--- src/compress_pkg.sv ---
// ML-KEM compression constants, mode and state encodings, shared helper
`default_nettype none

package compress_pkg;

    // ML-KEM ring parameters
    localparam int MLKEM_Q = 3329;
    localparam int MLKEM_N = 256;

    // Coefficient and memory word layout
    localparam int COEF_W        = 12;
    localparam int COEF_PER_WORD = 4;
    localparam int MEM_DATA_W    = COEF_W * COEF_PER_WORD;
    // 4 polynomials x 64 words
    localparam int MEM_ADDR_W    = 8;

    // Compression mode, selects d
    typedef enum logic [1:0] {
        compress1  = 2'b00,
        compress5  = 2'b01,
        compress11 = 2'b10,
        compress12 = 2'b11
    } compress_mode_t;

    // Read FSM states
    typedef enum logic {
        CMP_RD_IDLE = 1'b0,
        CMP_RD_MEM  = 1'b1
    } cmp_read_state_e;

    // Memory request kind
    typedef enum logic {
        RW_IDLE = 1'b0,
        RW_READ = 1'b1
    } rw_e;

    // Output bits per coefficient for each mode
    function automatic logic [3:0] mode_bits(input compress_mode_t m);
        unique case (m)
            compress1:  mode_bits = 4'd1;
            compress5:  mode_bits = 4'd5;
            compress11: mode_bits = 4'd11;
            compress12: mode_bits = 4'd12;
            default:    mode_bits = 4'd12;
        endcase
    endfunction

endpackage

`default_nettype wire

--- src/compress_round.sv ---
// Four-lane rounding stage, compresses coefficients to d bits
`timescale 1ns/1ps
`default_nettype none

module compress_round (
    input  wire                                 clk,
    input  wire                                 reset_n,
    input  wire                                 zeroize,

    input  wire                                 data_valid,
    input  wire compress_pkg::compress_mode_t   mode_q,
    input  wire  [compress_pkg::MEM_DATA_W-1:0] rd_data,

    output logic                                fields_valid,
    output logic [compress_pkg::MEM_DATA_W-1:0] fields,
    output compress_pkg::compress_mode_t        mode_r
);

    import compress_pkg::*;

    // floor(2^24 / q), one correction step covers the error
    localparam int RECIP       = 5039;
    localparam int RECIP_SHIFT = 24;

    logic [MEM_DATA_W-1:0] fields_nxt;
    logic [3:0]            d;

    // round(x * 2^d / q) mod 2^d
    function automatic logic [COEF_W-1:0] round_coef(input logic [COEF_W-1:0] x,
                                                     input logic [3:0] dd);
        logic [22:0] num;
        logic [35:0] prod;
        logic [11:0] qt;
        logic [23:0] rem;
        // Add q/2 for rounding, q is odd so no ties
        num  = (23'(x) << dd) + 23'(MLKEM_Q / 2);
        prod = 36'(num) * 36'(RECIP);
        qt   = prod[RECIP_SHIFT +: 12];
        rem  = 24'(num) - 24'(qt) * 24'(MLKEM_Q);
        // Estimate is low by at most one
        if (rem >= 24'(MLKEM_Q)) begin
            qt = qt + 12'd1;
        end
        round_coef = qt & ((12'd1 << dd) - 12'd1);
    endfunction

    function automatic logic coefs_below_q(input logic [MEM_DATA_W-1:0] w);
        logic ok;
        ok = 1'b1;
        for (int i = 0; i < COEF_PER_WORD; i++) begin
            ok &= (w[i*COEF_W +: COEF_W] < COEF_W'(MLKEM_Q));
        end
        return ok;
    endfunction

    assign d = mode_bits(mode_q);

    // d = 12 is plain byte encoding
    always_comb begin
        logic [COEF_W-1:0] x;
        for (int i = 0; i < COEF_PER_WORD; i++) begin
            x = rd_data[i*COEF_W +: COEF_W];
            fields_nxt[i*COEF_W +: COEF_W] = (mode_q == compress12) ? x : round_coef(x, d);
        end
    end

    always_ff @(posedge clk or negedge reset_n) begin
        if (!reset_n) begin
            fields_valid <= 1'b0;
            fields       <= '0;
            mode_r       <= compress1;
        end else if (zeroize) begin
            fields_valid <= 1'b0;
            fields       <= '0;
            mode_r       <= compress1;
        end else begin
            fields_valid <= data_valid;
            mode_r       <= mode_q;
            if (data_valid) begin
                fields <= fields_nxt;
            end
        end
    end

    // Memory contents must be reduced mod q
    assert property (@(posedge clk) disable iff (!reset_n)
        data_valid |-> coefs_below_q(rd_data));

endmodule

`default_nettype wire

--- config.mk ---
export PLATFORM = sky130hd
export DESIGN_NAME = compress_round
export DESIGN_NICKNAME = d
export VERILOG_FILES = /design/src/compress_pkg.sv /design/src/compress_round.sv
export SDC_FILE = /design/constraint.sdc
export NUM_CORES = 2
export LEC_CHECK = 0
export BUFFER_PORTS_ARGS = -buffer_cell sky130_fd_sc_hd__buf_4
export CORE_AREA = 2 2 316 193
export CTS_CLUSTER_DIAMETER = 60
export CTS_CLUSTER_SIZE = 24
export DETAILED_ROUTE_END_ITERATION = 16
export DIE_AREA = 0 0 318 195
export HOLD_SLACK_MARGIN = 0.15
export PLACE_DENSITY = 0.93
export REMOVE_ABC_BUFFERS = 1
export SETUP_SLACK_MARGIN = 0.2
export SLEW_MARGIN = 30
export SYNTH_ARGS = -nofsm -noshare
export SYNTH_HDL_FRONTEND = slang
export SYNTH_SLANG_ARGS = --single-unit
export TNS_END_PERCENT = 50
--- constraint.sdc ---
create_clock -name clk -period 1.1 [get_ports clk]
set_input_delay 0.11 -clock clk [delete_from_list [all_inputs] [get_ports clk]]
set_output_delay 0.11 -clock clk [all_outputs]
set_load 0.01 [all_outputs]
==> summary.txt, run 1 <==
Outcome
  • Outcome: aborted with a tool error
  • Stage reached: 5_1_grt
  • Log Error: [ERROR GRT-0116] Global routing finished with congestion. Check the congestion regions in the DRC Viewer.

Synth
  • Sequential share of the synthesized area: 3.35%
  • Number of enable flip-flop cells after synthesis: 0
  • Flops & latches, synth: 51
  • Most numerous cell in the Yosys netlist: inv_1
  • Synth Area in XOR/XNOR: 6.16%
  • Post-synth top cells: inv_1 (1215), ha_1 (777), fa_1 (552)
  • Area contributors post-synth: fa_1 (29%), ha_1 (25%), inv_1 (12%)
  • Async SR Flop Fraction: 100%
  • Largest area contributor in the netlist: fa_1
  • Share of the synthesized area in the top cell type: 29.0%
  • Compound-Gate Fraction of Synth Area: 11.7%
  • Mux contribution to synthesized area: 1.90%
  • Post-synthesis adder-cell area fraction: 54.6%
  • Largest family of logic cells by synthesized area: adder cells
  • Syn Std Cell Area: 38100 um2
  • Post-Syn Instances: 4383
  • Synth Flop Type: dfrtp_1
  • Synth Area per Inst: 8.70 um2
  • Yosys warnings: 0
  • Yosys cell types: 91
  • Post-Synth Simple-Gate Area: 9.55%

GRT
  • First-pass GRT wire length: 421 mm
  • Number of global-route vias before repair: 58500
  • Tot GR Track Use: 93.1%
  • Aggregate global routing overflow: 2486
  • Pin count of the biggest net entering global routing: 46

Placed design
  • Final HPWL DP: 128 mm
  • GPL Wtd Cong: 1.07
  • Buffers on Ports: 104
  • Dpl ws: -12.39 ns
  • Placed inst area: 48300 um2

Floorplan
  • Die Span X: 318 um
  • IO Pins: 105
  • Initial Utilization: 64.9%
  • Die height: 195 um
  • Num rows: 69

Clock network
  • Clock Path Buffers: 2
  • CTS HTree Levels: 2
  • Total CTS buffers: 5
  • Total clock sinks: 51
  • Clk root buf: clkbuf_16
-- per-layer routing --
layer | GRT usage, % | GRT overflow
met5 | 89.0 | 86
met2 | 101 | 961
met4 | 83.1 | 405
met1 | 92.4 | 623
met3 | 90.6 | 411
-- through the flow --
step / utilization, % / cells / hold WS (ns)
detailed placement: 82.1 / 6350 / -0.0484
CTS: 88.1 / 6452 / 0.159
floorplan: - / 4338 / -0.186
global placement: 82.1 / 6350 / -0.0499
-- cells by family after synthesis --
family | after synthesis
fa+ha+maj | 1332
simple gates | 705
compound gates | 683
mux | 57
other cells | 1
flops | 51
xor+xnor | 268
buf+inv | 1286
-- what timing repair did --
action,in CTS
cloned,1
setup endpoints to repair,100
buffers inserted,90
resized for setup,581
pin swaps,266
hold buffers,3
hold endpoints to repair,54
==> inputs of run 2 (changes only) <==
--- a/config.mk
+++ b/config.mk
@@ -6,15 +6,11 @@
 export NUM_CORES = 2
 export LEC_CHECK = 0
 export BUFFER_PORTS_ARGS = -buffer_cell sky130_fd_sc_hd__buf_4
-export CORE_AREA = 2 2 316 193
-export CTS_CLUSTER_DIAMETER = 60
-export CTS_CLUSTER_SIZE = 24
+export CORE_AREA = 2 2 312 314
 export DETAILED_ROUTE_END_ITERATION = 16
-export DIE_AREA = 0 0 318 195
-export HOLD_SLACK_MARGIN = 0.15
-export PLACE_DENSITY = 0.93
+export DIE_AREA = 0 0 314 316
+export PLACE_DENSITY_LB_ADDON = 0.15
 export REMOVE_ABC_BUFFERS = 1
-export SETUP_SLACK_MARGIN = 0.2
 export SLEW_MARGIN = 30
 export SYNTH_ARGS = -nofsm -noshare
 export SYNTH_HDL_FRONTEND = slang
==> run 2 against run 1 <==
Against the previous run:
- the flow now finishes, with violations (negative setup slack)
- synthesized cell count is the same
- area after synthesis is the same
==> summary.txt, run 2 <==
Detailed routing
  • DRT iter0 DRCs: 1567
  • DRC Markers: 0
  • Post-DRT Antenna Nets: 0
  • Drt pass-1 iters: 5
  • Routed vias: 34500
  • Final WL: 121 mm
  • Via density: 4.87
  • WL/cell: 17.1 um

Synth
  • Yosys cell types: 91 (unchanged)
  • Yosys warnings: 0 (unchanged)
  • Post-Syn Instances: 4383 (unchanged)
  • Synth Flop Type: dfrtp_1
  • Sequential share of the synthesized area: 3.35% (unchanged)
  • Async SR Flop Fraction: 100% (unchanged)
  • Share of the synthesized area in the top cell type: 29.0% (unchanged)
  • Syn Std Cell Area: 38100 um2 (unchanged)
  • Area contributors post-synth: fa_1 (29%), ha_1 (25%), inv_1 (12%)
  • Post-synth top cells: inv_1 (1215), ha_1 (777), fa_1 (552)
  • Synth Area per Inst: 8.70 um2 (unchanged)
  • Flops & latches, synth: 51 (unchanged)
  • Most numerous cell in the Yosys netlist: inv_1
  • Number of enable flip-flop cells after synthesis: 0 (unchanged)
  • Largest area contributor in the netlist: fa_1

Floorplan
  • Die area: 99200 um2
  • Num rows: 114 (+65%)
  • Die Span X: 314 um (-1.3%)
  • Die height: 316 um (+62%)
  • Core area: 96000 um2
  • Initial Utilization: 39.7% (-25 points)
  • IO Pins: 105 (unchanged)

Placed design
  • Final HPWL DP: 104 mm (-19%)
  • GPL Wtd Cong: 0.960 (-11%)
  • Buffers on Ports: 104 (unchanged)
  • Placed inst area: 49400 um2 (+2.4%)
  • Dpl ws: -11.92 ns (+0.464 ns)

Outcome
  • Failing checks: negative setup slack
  • Outcome: finished with violations

Critical path
  • Maximum fanout along the worst path: 4
  • Critical path class: input pin to flip-flop
  • Largest stage delay, worst path: 0.57 ns
  • CP endpoint kind: flip-flop
  • R2r worst-path depth: 4
  • Critical Path Slowest Stage Cell: fa_1
  • Reg2reg start: fields[33]$_DFFE_PN0P_
  • Required time of the critical path: 1.33 ns
  • CP startpoint kind: input pin
  • Critical Path Most Common Cell: fa_1
  • R2R Path End: fields[33]$_DFFE_PN0P_
  • Arr. time, crit path: 11.74 ns
  • Reg2reg setup slack: 0 ns

GRT
  • First-pass GRT wire length: 195 mm
  • Pin count of the biggest net entering global routing: 29
  • Tot GR Track Use: 24.9%
  • Met3 Use GR: 2.32%
  • Global route hottest layer: met2
  • Met1 Usage GRT: 35.0%
  • GR Util met2: 42.5%
  • Initial antenna violation count: 1
  • Aggregate global routing overflow: 0
  • Number of global-route vias before repair: 36600

STA
  • Worst-Margin Slew: 0.603 ns
  • Final TNS setup: -448.68 ns
  • RSZ-0062 raised after global routing: true
  • Slew HR: 59.6%
  • Clk_skew: 0 ns
  • Hold Vio Cnt, Final: 0
  • Min Tclk post-route: 11.51 ns
  • Fmax: 86.9 MHz
  • Max-slew violations: 0
  • Setup slack after layout: -10.41 ns
  • Final period utilization: 1050%
  • # setup viols final: 48

Clock network
  • Clock Latency Late Sink: 0.34 ns
  • Clk root buf: clkbuf_16
  • CTS HTree Levels: 2 (unchanged)
  • Worst-path clk slew: 0.09 ns
  • Total CTS buffers: 5 (unchanged)
  • CTS tree: done
  • Total clock sinks: 51 (unchanged)
  • Clock Path Buffers: 2 (unchanged)

Layout
  • FF/Latch Area: 1290 um2
  • Post-layout nets: 7193
  • Post-route cell area: 54900 um2
  • Commonest non-fill, non-tap cell in the layout: buf_4
  • Top Registers: fields (48), mode_r (2), fields_valid (1)
  • Largest register by flop count: fields
  • Ant. Diodes: 0
  • Area occupied by multi-input gates: 35700 um2
  • Filler Cell Count: 8779
  • Commonest cells after routing, fill and taps aside: buf_4 (1372), inv_1 (1137), ha_1 (675), fa_1 (538), nand2_1 (157)
  • P&R area growth vs syn: 44.0%
  • Max reg flops: 48
  • Share of cells above drive strength 1: 35.5%

Min path
  • Hold crit path type: input pin to async pin

Flow run
  • Maxcap violations: 0
## run 2: worst max-delay path by stage
| stage | start | to | cells after the start |
|---|---|---|---|
| finish | mode_q[1] | fields[10]$_DFFE_PN0P_ | 59 |
| global route | mode_q[1] | fields[41]$_DFFE_PN0P_ | 59 |
| CTS | mode_q[1] | fields[10]$_DFFE_PN0P_ | 58 |
| detailed placement | mode_q[1] | fields[10]$_DFFE_PN0P_ | 54 |
| global placement | mode_q[1] | fields[10]$_DFFE_PN0P_ | 55 |
| floorplan | mode_q[1] | fields[10]$_DFFE_PN0P_ | 51 |
## run 2: cell families (layout without fill, tap and decap cells)
logic type | after synthesis | after routing | synth area share [%]
AOI/OAI and AO/OA | 683 | 683 | 11.7
xor gates and xnor gates | 268 | 268 | 6.16
adders and majority gates | 1332 | 1332 | 54.6
buffers and inverters | 1286 | 2691 | 12.8
DFF | 51 | 51 | 3.35
muxes | 57 | 57 | 1.90
other | 1 | 24 | 0.00983
and+or+nand+nor | 705 | 705 | 9.55
## run 2: area by class of cell
cell class	count	share of cell area [%]
Tap cell	1276	2.91
Timing Repair Buffer	1465	21.2
Multi-Input combinational cell	3069	64.9
Sequential cell	51	2.35
Clock buffer	8	0.285
Inverter	1218	8.34
## run 2: routing by layer
metal	share of wire [%]	wire length, um	vias up
met5	0.0082	10	-
met4	1.6	2000	2
met3	4.1	4940	102
met2	47	57600	616
met1	47	56800	16800
li1	-	-	17000
## run 2: timing repair
item                                    CTS  global route
hold endpoints to repair                 51             0
endpoints found under the setup margin   57            53
resized for setup                       565           247
cloned                                    4             0
pin swaps                               315           208
hold buffers                              1             0
setup buffers                           141            42
## run 2: critical path, delay by kind of cell
family                     cells  cell delay, ns
AOI/OAI and AO/OA             13            2.25
buffers and inverters         19            1.87
xor gates and xnor gates       3            0.42
and+or+nand+nor               11            2.27
adders and majority gates     12            4.69
muxes                          1            0.11
## run 2: stage by stage
step | cells | hold WS (ns) | utilization (%)
floorplan | 4338 | -0.186 | -
global placement | 6905 | -0.0378 | 51.5
detailed placement | 6905 | -0.0361 | 51.5
CTS | 7051 | 0.121 | 55.6
global route | 7087 | 0.140 | 57.2
finish | 7087 | 0.144 | 57.2
Power of run 2 is not shown: default switching activity piles up to over one toggle a cycle in this logic, so the estimate is an artifact.
