[config.mk]
export PLATFORM = sky130hd
export DESIGN_NAME = compress_ctrl
export DESIGN_NICKNAME = d
export VERILOG_FILES = /design/src/compress_pkg.sv /design/src/compress_ctrl.sv
export SDC_FILE = /design/constraint.sdc
export NUM_CORES = 1
export LEC_CHECK = 0
export BUFFER_PORTS_ARGS = -buffer_cell sky130_fd_sc_hd__buf_4
export CAP_MARGIN = 5
export CORE_AREA = 2 2 62 64
export CTS_BUF_LIST = sky130_fd_sc_hd__clkbuf_4
export CTS_CLUSTER_DIAMETER = 200
export DETAILED_ROUTE_END_ITERATION = 12
export DIE_AREA = 0 0 64 66
export PLACE_DENSITY_LB_ADDON = 0.3
export SETUP_SLACK_MARGIN = 0.5
export SYNTH_ARGS = -nofsm -noshare
export SYNTH_HDL_FRONTEND = slang
export SYNTH_SLANG_ARGS = --single-unit
[constraint.sdc]
create_clock -name clk -period 3 [get_ports clk]
set_input_delay 0.3 -clock clk [delete_from_list [all_inputs] [get_ports clk]]
set_output_delay 0.3 -clock clk [all_outputs]
set_load 0.1 [all_outputs]
[src/compress_pkg.sv]
// ML-KEM compression constants, mode and state encodings, shared helper
`default_nettype none

package compress_pkg;

    // ML-KEM ring parameters
    localparam int MLKEM_Q = 3329;
    localparam int MLKEM_N = 256;

    // Coefficient and memory word layout
    localparam int COEF_W        = 12;
    localparam int COEF_PER_WORD = 4;
    localparam int MEM_DATA_W    = COEF_W * COEF_PER_WORD;
    // 4 polynomials x 64 words
    localparam int MEM_ADDR_W    = 8;

    // Compression mode, selects d
    typedef enum logic [1:0] {
        compress1  = 2'b00,
        compress5  = 2'b01,
        compress11 = 2'b10,
        compress12 = 2'b11
    } compress_mode_t;

    // Read FSM states
    typedef enum logic {
        CMP_RD_IDLE = 1'b0,
        CMP_RD_MEM  = 1'b1
    } cmp_read_state_e;

    // Memory request kind
    typedef enum logic {
        RW_IDLE = 1'b0,
        RW_READ = 1'b1
    } rw_e;

    // Output bits per coefficient for each mode
    function automatic logic [3:0] mode_bits(input compress_mode_t m);
        unique case (m)
            compress1:  mode_bits = 4'd1;
            compress5:  mode_bits = 4'd5;
            compress11: mode_bits = 4'd11;
            compress12: mode_bits = 4'd12;
            default:    mode_bits = 4'd12;
        endcase
    endfunction

endpackage

`default_nettype wire

[src/compress_ctrl.sv]
// Compression read controller, walks the polynomials at a per-mode pace
`timescale 1ns/1ps
`default_nettype none

module compress_ctrl #(
    parameter int ADDR_W = compress_pkg::MEM_ADDR_W
) (
    input  wire                           clk,
    input  wire                           reset_n,
    input  wire                           zeroize,

    input  wire                           cmp_enable,
    input  wire compress_pkg::compress_mode_t mode,
    input  wire  [2:0]                    num_poly,
    input  wire  [ADDR_W-1:0]             src_base_addr,

    output logic                          rd_en,
    output logic [ADDR_W-1:0]             rd_addr,
    output logic                          data_valid,
    output compress_pkg::compress_mode_t  mode_q,
    output logic                          ctrl_idle
);

    import compress_pkg::*;

    localparam int WORDS_PER_POLY = MLKEM_N / COEF_PER_WORD;

    cmp_read_state_e state_ps;
    cmp_read_state_e state_ns;
    logic [11:0]     pace;
    logic [11:0]     pace_init;
    logic [ADDR_W-1:0] last_addr;
    logic            arc_idle_mem;
    logic            arc_mem_idle;
    logic            ld_addr;
    rw_e             rd_kind;

    // Pacer patterns keep the packing buffer at or below 96 bits
    // 8 reads in 12 cycles for the wide modes
    always_comb begin
        unique case (mode)
            compress1:  pace_init = '1;
            compress5:  pace_init = '1;
            compress11: pace_init = 12'b0011_0111_0111;
            compress12: pace_init = 12'b0110_1101_1011;
            default:    pace_init = '0;
        endcase
    end

    // Last word of the last polynomial
    assign last_addr = src_base_addr + ADDR_W'(num_poly * WORDS_PER_POLY - 1);

    // FSM arcs
    assign arc_idle_mem = (state_ps == CMP_RD_IDLE) & cmp_enable;
    assign arc_mem_idle = (state_ps == CMP_RD_MEM) & pace[0] & (rd_addr == last_addr);
    // Reload at start, and again on the way back to idle
    assign ld_addr      = arc_idle_mem | arc_mem_idle;

    always_comb begin
        unique case (state_ps)
            CMP_RD_IDLE: state_ns = arc_idle_mem ? CMP_RD_MEM : CMP_RD_IDLE;
            CMP_RD_MEM:  state_ns = arc_mem_idle ? CMP_RD_IDLE : CMP_RD_MEM;
            default:     state_ns = CMP_RD_IDLE;
        endcase
    end

    always_ff @(posedge clk or negedge reset_n) begin
        if (!reset_n) begin
            state_ps <= CMP_RD_IDLE;
        end else if (zeroize) begin
            state_ps <= CMP_RD_IDLE;
        end else begin
            state_ps <= state_ns;
        end
    end

    // Pacer rotates every cycle spent reading
    always_ff @(posedge clk or negedge reset_n) begin
        if (!reset_n) begin
            pace <= '0;
        end else if (zeroize) begin
            pace <= '0;
        end else if (ld_addr) begin
            pace <= pace_init;
        end else if (state_ps == CMP_RD_MEM) begin
            pace <= {pace[0], pace[11:1]};
        end
    end

    // Address counter, steps on each paced read
    always_ff @(posedge clk or negedge reset_n) begin
        if (!reset_n) begin
            rd_addr <= '0;
        end else if (zeroize) begin
            rd_addr <= '0;
        end else if (ld_addr) begin
            rd_addr <= src_base_addr;
        end else if (rd_en) begin
            rd_addr <= rd_addr + 1'b1;
        end
    end

    // Mode held for the whole run
    always_ff @(posedge clk or negedge reset_n) begin
        if (!reset_n) begin
            mode_q <= compress1;
        end else if (zeroize) begin
            mode_q <= compress1;
        end else if (arc_idle_mem) begin
            mode_q <= mode;
        end
    end

    // Read request
    assign rd_kind   = ((state_ps == CMP_RD_MEM) & pace[0]) ? RW_READ : RW_IDLE;
    assign rd_en     = (rd_kind == RW_READ);
    assign ctrl_idle = (state_ps == CMP_RD_IDLE);

    // Valid lines up with the memory read latency
    always_ff @(posedge clk or negedge reset_n) begin
        if (!reset_n) begin
            data_valid <= 1'b0;
        end else if (zeroize) begin
            data_valid <= 1'b0;
        end else begin
            data_valid <= rd_en;
        end
    end

    // Run bounds are taken live from the inputs and must hold during a run
    assert property (@(posedge clk) disable iff (!reset_n)
        !ctrl_idle |-> ($stable(num_poly) && $stable(src_base_addr)));

endmodule

`default_nettype wire

==> results.txt, run 1 <==
----------------------------------------------------
[Run status]
  Run status ... finished clean

[Synthesis]
  Largest family of logic cells by synthesized area ... compound AO/OA/AOI/OAI gates
  Share of the synthesized area in compound gates (AO/OA/AOI/OAI) ... 25.5%
  EDFF count, synth ... 0
  Count of different cell masters after synthesis ... 47
  Synthesized-area fraction occupied by and/or/nand/nor cells ... 17.5%
  Fraction of synthesized cell area in xor and xnor cells ... 9.77%
  Post-synthesis mux area share ... 0.592%
  Primary flip-flop cell chosen by synthesis mapping ... sky130_fd_sc_hd__dfrtp_1
  Fraction of the mapped netlist area in adder cells ... 7.11%
  Yosys warning count ... 0
  Share of the yosys chip area belonging to registers ... 35.5%
  Synth Area per Inst ... 9.77 µm²
  Mapped Cells ... 173
  Netlist Area Pre-Place ... 1690 µm²
  Async set-reset flop share out of synthesis ... 100%
  Post-Syn Nets ... 199
  #FFs+latches synth ... 24

[Final layout]
  Fraction of the core area covered by cells at the end of the flow ... 57.4%
  Fraction of final layout cells with drive strength greater than 1 ... 27.9%
  Most frequent cells in the layout ... sky130_fd_sc_hd__buf_4, sky130_fd_sc_hd__dfrtp_1, sky130_fd_sc_hd__nor2_1, sky130_fd_sc_hd__a21oi_1, sky130_fd_sc_hd__a221o_1
  Diodes inserted ... 0
  Net count of the finished layout ... 231
  Area Growth Syn to Fin ... 20.7%
  Fill cell total of the finished layout ... 305
  Commonest non-fill, non-tap cell in the layout ... sky130_fd_sc_hd__buf_4

[STA]
  Number of setup violations in the final report ... 0
  Pins over their slew limit ... 0
  Setup repair after global routing missed its margin ... false
  Max-Slew Margin vs Limit ... 55.7%
  Final worst hold slack ... 225 ps
  Clock tree skew after final layout ... 2.34 ps
  Fmax achieved ... 419 MHz
  Final critical-path required period ... 2390 ps
  Worst Tran Pin Value ... 662 ps
  Setup total negative slack ... 0 ps
  Final Hold Vio Count ... 0
  Period Utilization, post-route ... 79.5%

[Drt]
  Per-cell via count in the routed design ... 5.94
  Total routed wirelength ... 4370 µm
  DRC marker count from the first detailed-route iteration ... 104
  Count of nets left with antenna violations after detail routing ... 0
  Vias post-DR ... 1497
  Number of detailed-routing iterations run before antenna repair ... 5
  WL/cell ... 17.4 µm
  Residual DRC ... 0

[GRT]
  Initial antenna violation count ... 0
  Largest net degree at the start of global routing ... 25
  Met3 track demand over resource ... 2.73%
  Combined global-route utilization of all metal layers ... 21.7%
  Global-route wire length before repair ... 7200 µm
  Met2 capacity usage during global routing ... 37.8%
  GR Util met1 ... 28.5%
  Remaining global-route overflow ... 0
  Layer carrying the most global-route usage ... met2
  Vias in the first global route ... 1542

[Pwr]
  Power density over cell area ... 467 nW/µm²
  Post-route total power ... 951 µW
  Worst-case vdd ir drop ... 0.170 mV
  Leak Pwr ... 0.000966 µW

[Floorplan]
  IO Pins ... 30
  Die ar. ... 4220 µm²
  Floorplan row count ... 22
  Core Box Area ... 3550 µm²
  Horizontal die dimension ... 64 µm
  Initial Utilization ... 47.6%
  Die height ... 66 µm

[Clock tree]
  Maximum number of buffers from clock root to sink ... 2
  Clock Latency Late Sink ... 320 ps
  Clock buffers created by TritonCTS ... 3
  Number of H-tree levels ... 1
  Clock Tree Root ... sky130_fd_sc_hd__clkbuf_4
  Clock tree from TritonCTS ... built
  Sinks on the clock net ... 24
  Clock transition at the registers of the reported paths ... 140 ps
  Number of buffers inserted to repair setup after CTS ... 0

[Worst setup path]
  Worst endpoint required time ... 3250 ps
  Category of the worst setup path capture point ... register
  Critical path data arrival time ... 2640 ps
  WS Path Type ... input port to register
  Worst Reg2Reg Path Length in Cells ... 7
  Largest fanout of any net on the critical path ... 5
  Startpoint class of the critical path ... input port

[Place]
  Gpl congestion ... 0.800
  Number of port buffers ... 28
  Dpl hpwl ... 3200 µm

[Job]
  Number of max-cap violations ... 0

[Worst hold path]
  Hold Crit Depth ... 2
  Type of the most critical hold path ... input port to register

----------------------------------------------------
## registers in the layout, summed over array words and instances, names as in the netlist
| register | cells |
|---|---|
| rd_addr | 8 |
| pace | 12 |
| data_valid | 1 |
| state_ps | 1 |
| mode_q | 2 |
## worst paths after layout
path                                        startpoint                endpoint  slack [ps]
worst max-delay path                  src_base_addr[1]     pace[6]$_DFFE_PN0P_         610
worst min-delay path                  src_base_addr[6]  rd_addr[6]$_DFFE_PN0P_         230
worst max register to register  rd_addr[7]$_DFFE_PN0P_     pace[6]$_DFFE_PN0P_         900
worst min register to register   mode_q[1]$_DFFE_PN0P_   mode_q[1]$_DFFE_PN0P_         540
max in group asynchronous                      reset_n  rd_addr[4]$_DFFE_PN0P_        2350
min in group asynchronous                      reset_n  rd_addr[1]$_DFFE_PN0P_         400
## report_power, final
part	internal, µW	total, µW	switching [µW]
Clock	135	239	104
Sequential	348	378	30.1
Combinational	113	334	221
Total	597	951	355
## metrics by stage
step	area [µm²]	setup WS, ps	instances
after floorplan	1690	519	173
after global placement	1950	290	247
after detailed placement	1950	248	247
after CTS	2020	577	252
after global routing	2040	494	252
final	2040	615	252
## worst max-delay path, cell delays in order
cell and delay (ps):
sky130_fd_sc_hd__buf_4 130, sky130_fd_sc_hd__inv_1 100, sky130_fd_sc_hd__ha_1 200, sky130_fd_sc_hd__inv_1 60, sky130_fd_sc_hd__fa_1 410, sky130_fd_sc_hd__nand3b_1 230
sky130_fd_sc_hd__a21oi_2 210, sky130_fd_sc_hd__o21a_2 210, sky130_fd_sc_hd__o2111ai_2 170, sky130_fd_sc_hd__buf_4 200, sky130_fd_sc_hd__nand2b_1 230, sky130_fd_sc_hd__a21oi_1 190
## kinds of logic after synthesis
logic type,after synthesis
compound gates,56
simple gates,49
flops,24
xor+xnor,18
buf+inv,16
fa+ha+maj,9
mux,1
## area by class of cell
type	count	area, µm²	area share [%]
clock buffers	3	22.5	1.10
clock inverters	1	30.0	1.47
inverters	12	45.0	2.21
multi-input cells	133	1040	51.2
flip-flops and latches	24	602	29.5
well taps	48	60.1	2.94
repair buffers	31	235	11.5
## repair_timing
item | CTS | global route
hold endpoints to repair | 24 | 0
setup endpoints to repair | 0 | 11
hold buffers | 1 | 0
gates resized for setup | 0 | 4
## metal layers
layer,up-vias,routed length [µm]
met3,6,200
met1,732,1940
met2,43,2190
met4,0,35
li1,716,-
met5,-,0
## cell usage after synthesis, types with 2 or more instances
master	number	area, µm²
sky130_fd_sc_hd__xnor2_1	9	78.8
sky130_fd_sc_hd__nor3_1	2	10.0
sky130_fd_sc_hd__ha_1	8	100
sky130_fd_sc_hd__o21ai_0	2	10.0
sky130_fd_sc_hd__dfrtp_1	24	601
sky130_fd_sc_hd__inv_1	10	37.5
sky130_fd_sc_hd__nand2_1	8	30.0
sky130_fd_sc_hd__clkbuf_1	2	7.51
sky130_fd_sc_hd__nand3_1	7	35.0
sky130_fd_sc_hd__and3_2	2	15.0
sky130_fd_sc_hd__nor2_1	14	52.6
sky130_fd_sc_hd__o22ai_1	5	31.3
sky130_fd_sc_hd__a21oi_1	15	75.1
sky130_fd_sc_hd__nor3_4	2	32.5
sky130_fd_sc_hd__nand3b_1	2	15.0
sky130_fd_sc_hd__a22oi_1	7	52.6
sky130_fd_sc_hd__xor2_1	8	70.1
sky130_fd_sc_hd__and3_1	2	12.5
sky130_fd_sc_hd__a221oi_1	2	17.5
sky130_fd_sc_hd__a221o_1	13	130
sky130_fd_sc_hd__or2_2	2	12.5
sky130_fd_sc_hd__o21bai_1	2	15.0
No activity file was read; power rests on OpenSTA's default activity.
==> run 2: changes to the inputs <==
--- a/config.mk
+++ b/config.mk
@@ -5,13 +5,14 @@
 export SDC_FILE = /design/constraint.sdc
 export NUM_CORES = 1
 export LEC_CHECK = 0
+export ABC_AREA = 1
 export BUFFER_PORTS_ARGS = -buffer_cell sky130_fd_sc_hd__buf_4
 export CAP_MARGIN = 5
-export CORE_AREA = 2 2 62 64
+export CORE_AREA = 2 2 63 65
 export CTS_BUF_LIST = sky130_fd_sc_hd__clkbuf_4
 export CTS_CLUSTER_DIAMETER = 200
 export DETAILED_ROUTE_END_ITERATION = 12
-export DIE_AREA = 0 0 64 66
+export DIE_AREA = 0 0 65 67
 export PLACE_DENSITY_LB_ADDON = 0.3
 export SETUP_SLACK_MARGIN = 0.5
 export SYNTH_ARGS = -nofsm -noshare
==> constraint.sdc (replaced) <==
create_clock -name clk -period 2.4 [get_ports clk]
set_input_delay 0.24 -clock clk [delete_from_list [all_inputs] [get_ports clk]]
set_output_delay 0.24 -clock clk [all_outputs]
set_load 0.1 [all_outputs]
==> run 2 against run 1 <==
Final area up 16%. Clock power fell by 23%. Worst setup slack got worse by 240 ps. Power grew 25%. Routed wire length fell by 3.3%. Clock-buffer cell count unchanged. Non-clock buffer count grew 10. Flip-flop and latch count unchanged. Synthesized area rose by 5.6%. Combinational power is 56% higher. Critical path depth rose by 6. Critical path type unchanged.
==> results.txt, run 2 <==
----------------------------------------------------
[Synthesis]
  Yosys warning count ... 0 (unchanged)
  Post-Syn Nets ... 293 (+47%)
  Top cell type by total area after synthesis ... sky130_fd_sc_hd__dfrtp_1
  EDFF count, synth ... 0 (unchanged)
  Share of the yosys chip area belonging to registers ... 33.6% (-1.9 points)
  Most common cell in the netlist ... sky130_fd_sc_hd__nand2_1
  Mapped Cells ... 267 (+54%)
  Top-area cell type share of the netlist area ... 33.6% (-1.9 points)
  Synth Area per Inst ... 6.69 µm² (-32%)
  Primary flip-flop cell chosen by synthesis mapping ... sky130_fd_sc_hd__dfrtp_1
  #FFs+latches synth ... 24 (unchanged)
  Commonest cells in the synthesized netlist ... sky130_fd_sc_hd__nand2_1, sky130_fd_sc_hd__inv_1, sky130_fd_sc_hd__nand3_1
  Netlist Area Pre-Place ... 1790 µm² (+5.6%)
  Leading cell types by total area after synthesis ... sky130_fd_sc_hd__dfrtp_1, sky130_fd_sc_hd__nand2_1, sky130_fd_sc_hd__nand3_1
  Count of different cell masters after synthesis ... 21 (-55%)
  Async set-reset flop share out of synthesis ... 100% (unchanged)

[Worst setup path]
  Category of the worst setup path capture point ... register
  WS Path Type ... input port to register
  Cell with the largest stage delay on the worst path ... sky130_fd_sc_hd__fa_2
  Family with the most delay on the worst path ... simple AND/OR/NAND/NOR gates
  Chain of cells forming the critical path ... buf_12, inv_16, ha_4, inv_2, fa_2, inv_2, nand2_2, nand2_1, nor2_1, nand2_1, nor2_1, nand2_1, nor2_2, nand3_4, a21oi_4, buf_6, o21ai_1, nand2_1
  Library cell appearing most often on the critical path ... sky130_fd_sc_hd__nand2_1
  Largest fanout of any net on the critical path ... 7 (+2)
  Worst endpoint required time ... 2660 ps (-590 ps)
  Startpoint class of the critical path ... input port
  Critical path data arrival time ... 2280 ps (-360 ps)
  Slowest cell delay on critical path ... 530 ps (+120 ps)
  Count of buffering cells on the critical path with inverters included ... 5 (+1)

[Final layout]
  Final cell area excluding filler cells ... 2360 µm² (+16%)
  Register with the most flip-flops ... pace
  Number of flip-flops under the largest register name ... 12 (unchanged)
  Area Growth Syn to Fin ... 32.2%
  Commonest non-fill, non-tap cell in the layout ... sky130_fd_sc_hd__nand2_1
  Diodes inserted ... 0 (unchanged)
  Most frequent cells in the layout ... sky130_fd_sc_hd__nand2_1, sky130_fd_sc_hd__buf_4, sky130_fd_sc_hd__inv_1
  Regs by FF count ... pace x12, rd_addr x8, mode_q x2
  Net count of the finished layout ... 331 (+43%)
  Fraction of final layout cells with drive strength greater than 1 ... 26.6% (-1.3 points)
  Fill cell total of the finished layout ... 330 (+8.2%)

[Drt]
  Number of detailed-routing iterations run before antenna repair ... 5 (unchanged)
  DRC marker count from the first detailed-route iteration ... 104 (unchanged)
  WL/cell ... 12.0 µm (-31%)
  Total routed wirelength ... 4230 µm (-3.3%)
  Count of nets left with antenna violations after detail routing ... 0 (unchanged)
  Per-cell via count in the routed design ... 5.10 (-14%)
  Vias post-DR ... 1795 (+20%)
  Residual DRC ... 0 (unchanged)

[GRT]
  Combined global-route utilization of all metal layers ... 20.7% (-1.0 points)
  Global-route wire length before repair ... 7240 µm (+0.49%)
  Remaining global-route overflow ... 0 (unchanged)
  Largest net degree at the start of global routing ... 25 (unchanged)
  Initial antenna violation count ... 0 (unchanged)
  Vias in the first global route ... 1696 (+10%)

[Place]
  Gpl congestion ... 0.769 (-3.8%)
  Place WS ... -69.6 ps (-318 ps)
  Post-DP Area ... 2120 µm² (+8.5%)
  Dpl hpwl ... 2930 µm (-8.5%)
  Number of port buffers ... 28 (unchanged)

[Clock tree]
  Clock transition at the registers of the reported paths ... 140 ps (about the same)
  Sinks on the clock net ... 24 (unchanged)
  Number of H-tree levels ... 1 (unchanged)
  Clock tree from TritonCTS ... built
  Clock Tree Root ... sky130_fd_sc_hd__clkbuf_4
  Clock buffers created by TritonCTS ... 3 (unchanged)
  Clock Latency Late Sink ... 320 ps (about the same)
  Maximum number of buffers from clock root to sink ... 2 (unchanged)

[Run status]
  Run status ... finished clean

[Floorplan]
  Floorplan row count ... 22 (unchanged)
  Die height ... 67 µm (+1.5%)
  Initial Utilization ... 49.5% (+1.9 points)
  Horizontal die dimension ... 65 µm (+1.6%)
  Die ar. ... 4360 µm² (+3.1%)
  IO Pins ... 30 (unchanged)
  Core Box Area ... 3610 µm² (+1.6%)

[STA]
  Final critical-path required period ... 2020 ps
  Period Utilization, post-route ... 84.4%
  Worst Tran Pin Value ... 633 ps (-28.7 ps)
  Final setup slack of the worst path ... 376 ps (-239 ps)
  Setup total negative slack ... 0 ps (unchanged)
  Fmax achieved ... 494 MHz
  Number of setup violations in the final report ... 0 (unchanged)
  Clock tree skew after final layout ... 8.12 ps (+5.78 ps)
  Max-Slew Margin vs Limit ... 57.6% (+1.9 points)
  Final Hold Vio Count ... 0 (unchanged)
  Pins over their slew limit ... 0 (unchanged)
  Setup repair after global routing missed its margin ... true

[Job]
  Number of max-cap violations ... 0 (unchanged)

[Pwr]
  Power density over cell area ... 504 nW/µm² (+8.0%)
  Worst-case vdd ir drop ... 0.364 mV (+110%)
  Leak Pwr ... 0.00129 µW (+33%)

[Worst hold path]
  Type of the most critical hold path ... input port to register

----------------------------------------------------
## run 2: cell count changes in the layout (fill, tap and decap cells not counted), moves of 7 or more
cell,change
sky130_fd_sc_hd__a21oi_1,-11
sky130_fd_sc_hd__a221o_1,-13
sky130_fd_sc_hd__a22oi_1,-7
sky130_fd_sc_hd__inv_1,+21
sky130_fd_sc_hd__nand2_1,+81
sky130_fd_sc_hd__nand2_2,+8
sky130_fd_sc_hd__nand3_1,+19
sky130_fd_sc_hd__nand3_2,+7
sky130_fd_sc_hd__nand3b_1,+7
sky130_fd_sc_hd__nand4_1,+12
## run 2: cells by family after synthesis
group / Yosys count / synth area share, %
adders and majority gates: 9 / 6.73
buffers and inverters: 46 / 10.9
AOI/OAI and AO/OA: 11 / 3.08
DFF: 24 / 33.6
and+or+nand+nor: 170 / 42.2
xor gates and xnor gates: 7 / 3.43
## run 2: routing by layer
| metal | track usage (%) | share of wire, % |
|---|---|---|
| met1 | 26.4 | 45 |
| met2 | 38.4 | 51 |
| met3 | 1.52 | 2.9 |
| met4 | 3.99 | 0.80 |
| met5 | 0 | 0 |
## run 2: path summary, 6_finish.rpt
check / from / to / slack [ps] / cells after the start
max: src_base_addr[1] / pace[9]$_DFFE_PN0P_ / 380 / 18
min: zeroize / data_valid$_DFF_PN0_ / 110 / 2
max reg2reg: state_ps$_DFF_PN0_ / pace[9]$_DFFE_PN0P_ / 520 / 13
min reg2reg: pace[2]$_DFFE_PN0P_ / pace[1]$_DFFE_PN0P_ / 510 / 2
max in group asynchronous: reset_n / rd_addr[7]$_DFFE_PN0P_ / 1790 / 2
min in group asynchronous: reset_n / mode_q[0]$_DFFE_PN0P_ / 340 / 2
## run 2: per-stage QoR
stage	total power, µW	util, %	hold WS [ps]	cells
2_1_floorplan	858	-	-55.6	267
5_1_grt	1280	65.4	95.8	352
3_3_place_gp	970	58.8	155	341
3_5_place_dp	980	58.8	153	341
6_report	1190	65.4	111	352
4_1_cts	1180	63.0	106	350
## run 2: power breakdown
part	internal [µW]	total [µW]	switching, µW
clock network	60.9	184	123
logic	166	521	355
registers	444	485	41.1
total	670	1190	519
## run 2: timing repair
item,4_1_cts,5_1_grt
hold buffers,1,0
pin swaps,12,15
gates cloned,2,1
gates resized for setup,21,16
setup buffers,2,1
setup endpoints to repair,20,21
endpoints found under the hold margin,24,0
## run 2: layout make-up
type	count	area [µm²]	share of cell area [%]
timing repair buffer	41	383	16.2
multi-input combinational	198	1120	47.4
tap	48	60.1	2.55
clock inverter	1	3.75	0.159
clock buffer	3	22.5	0.954
inverter	37	163	6.89
sequential	24	609	25.8
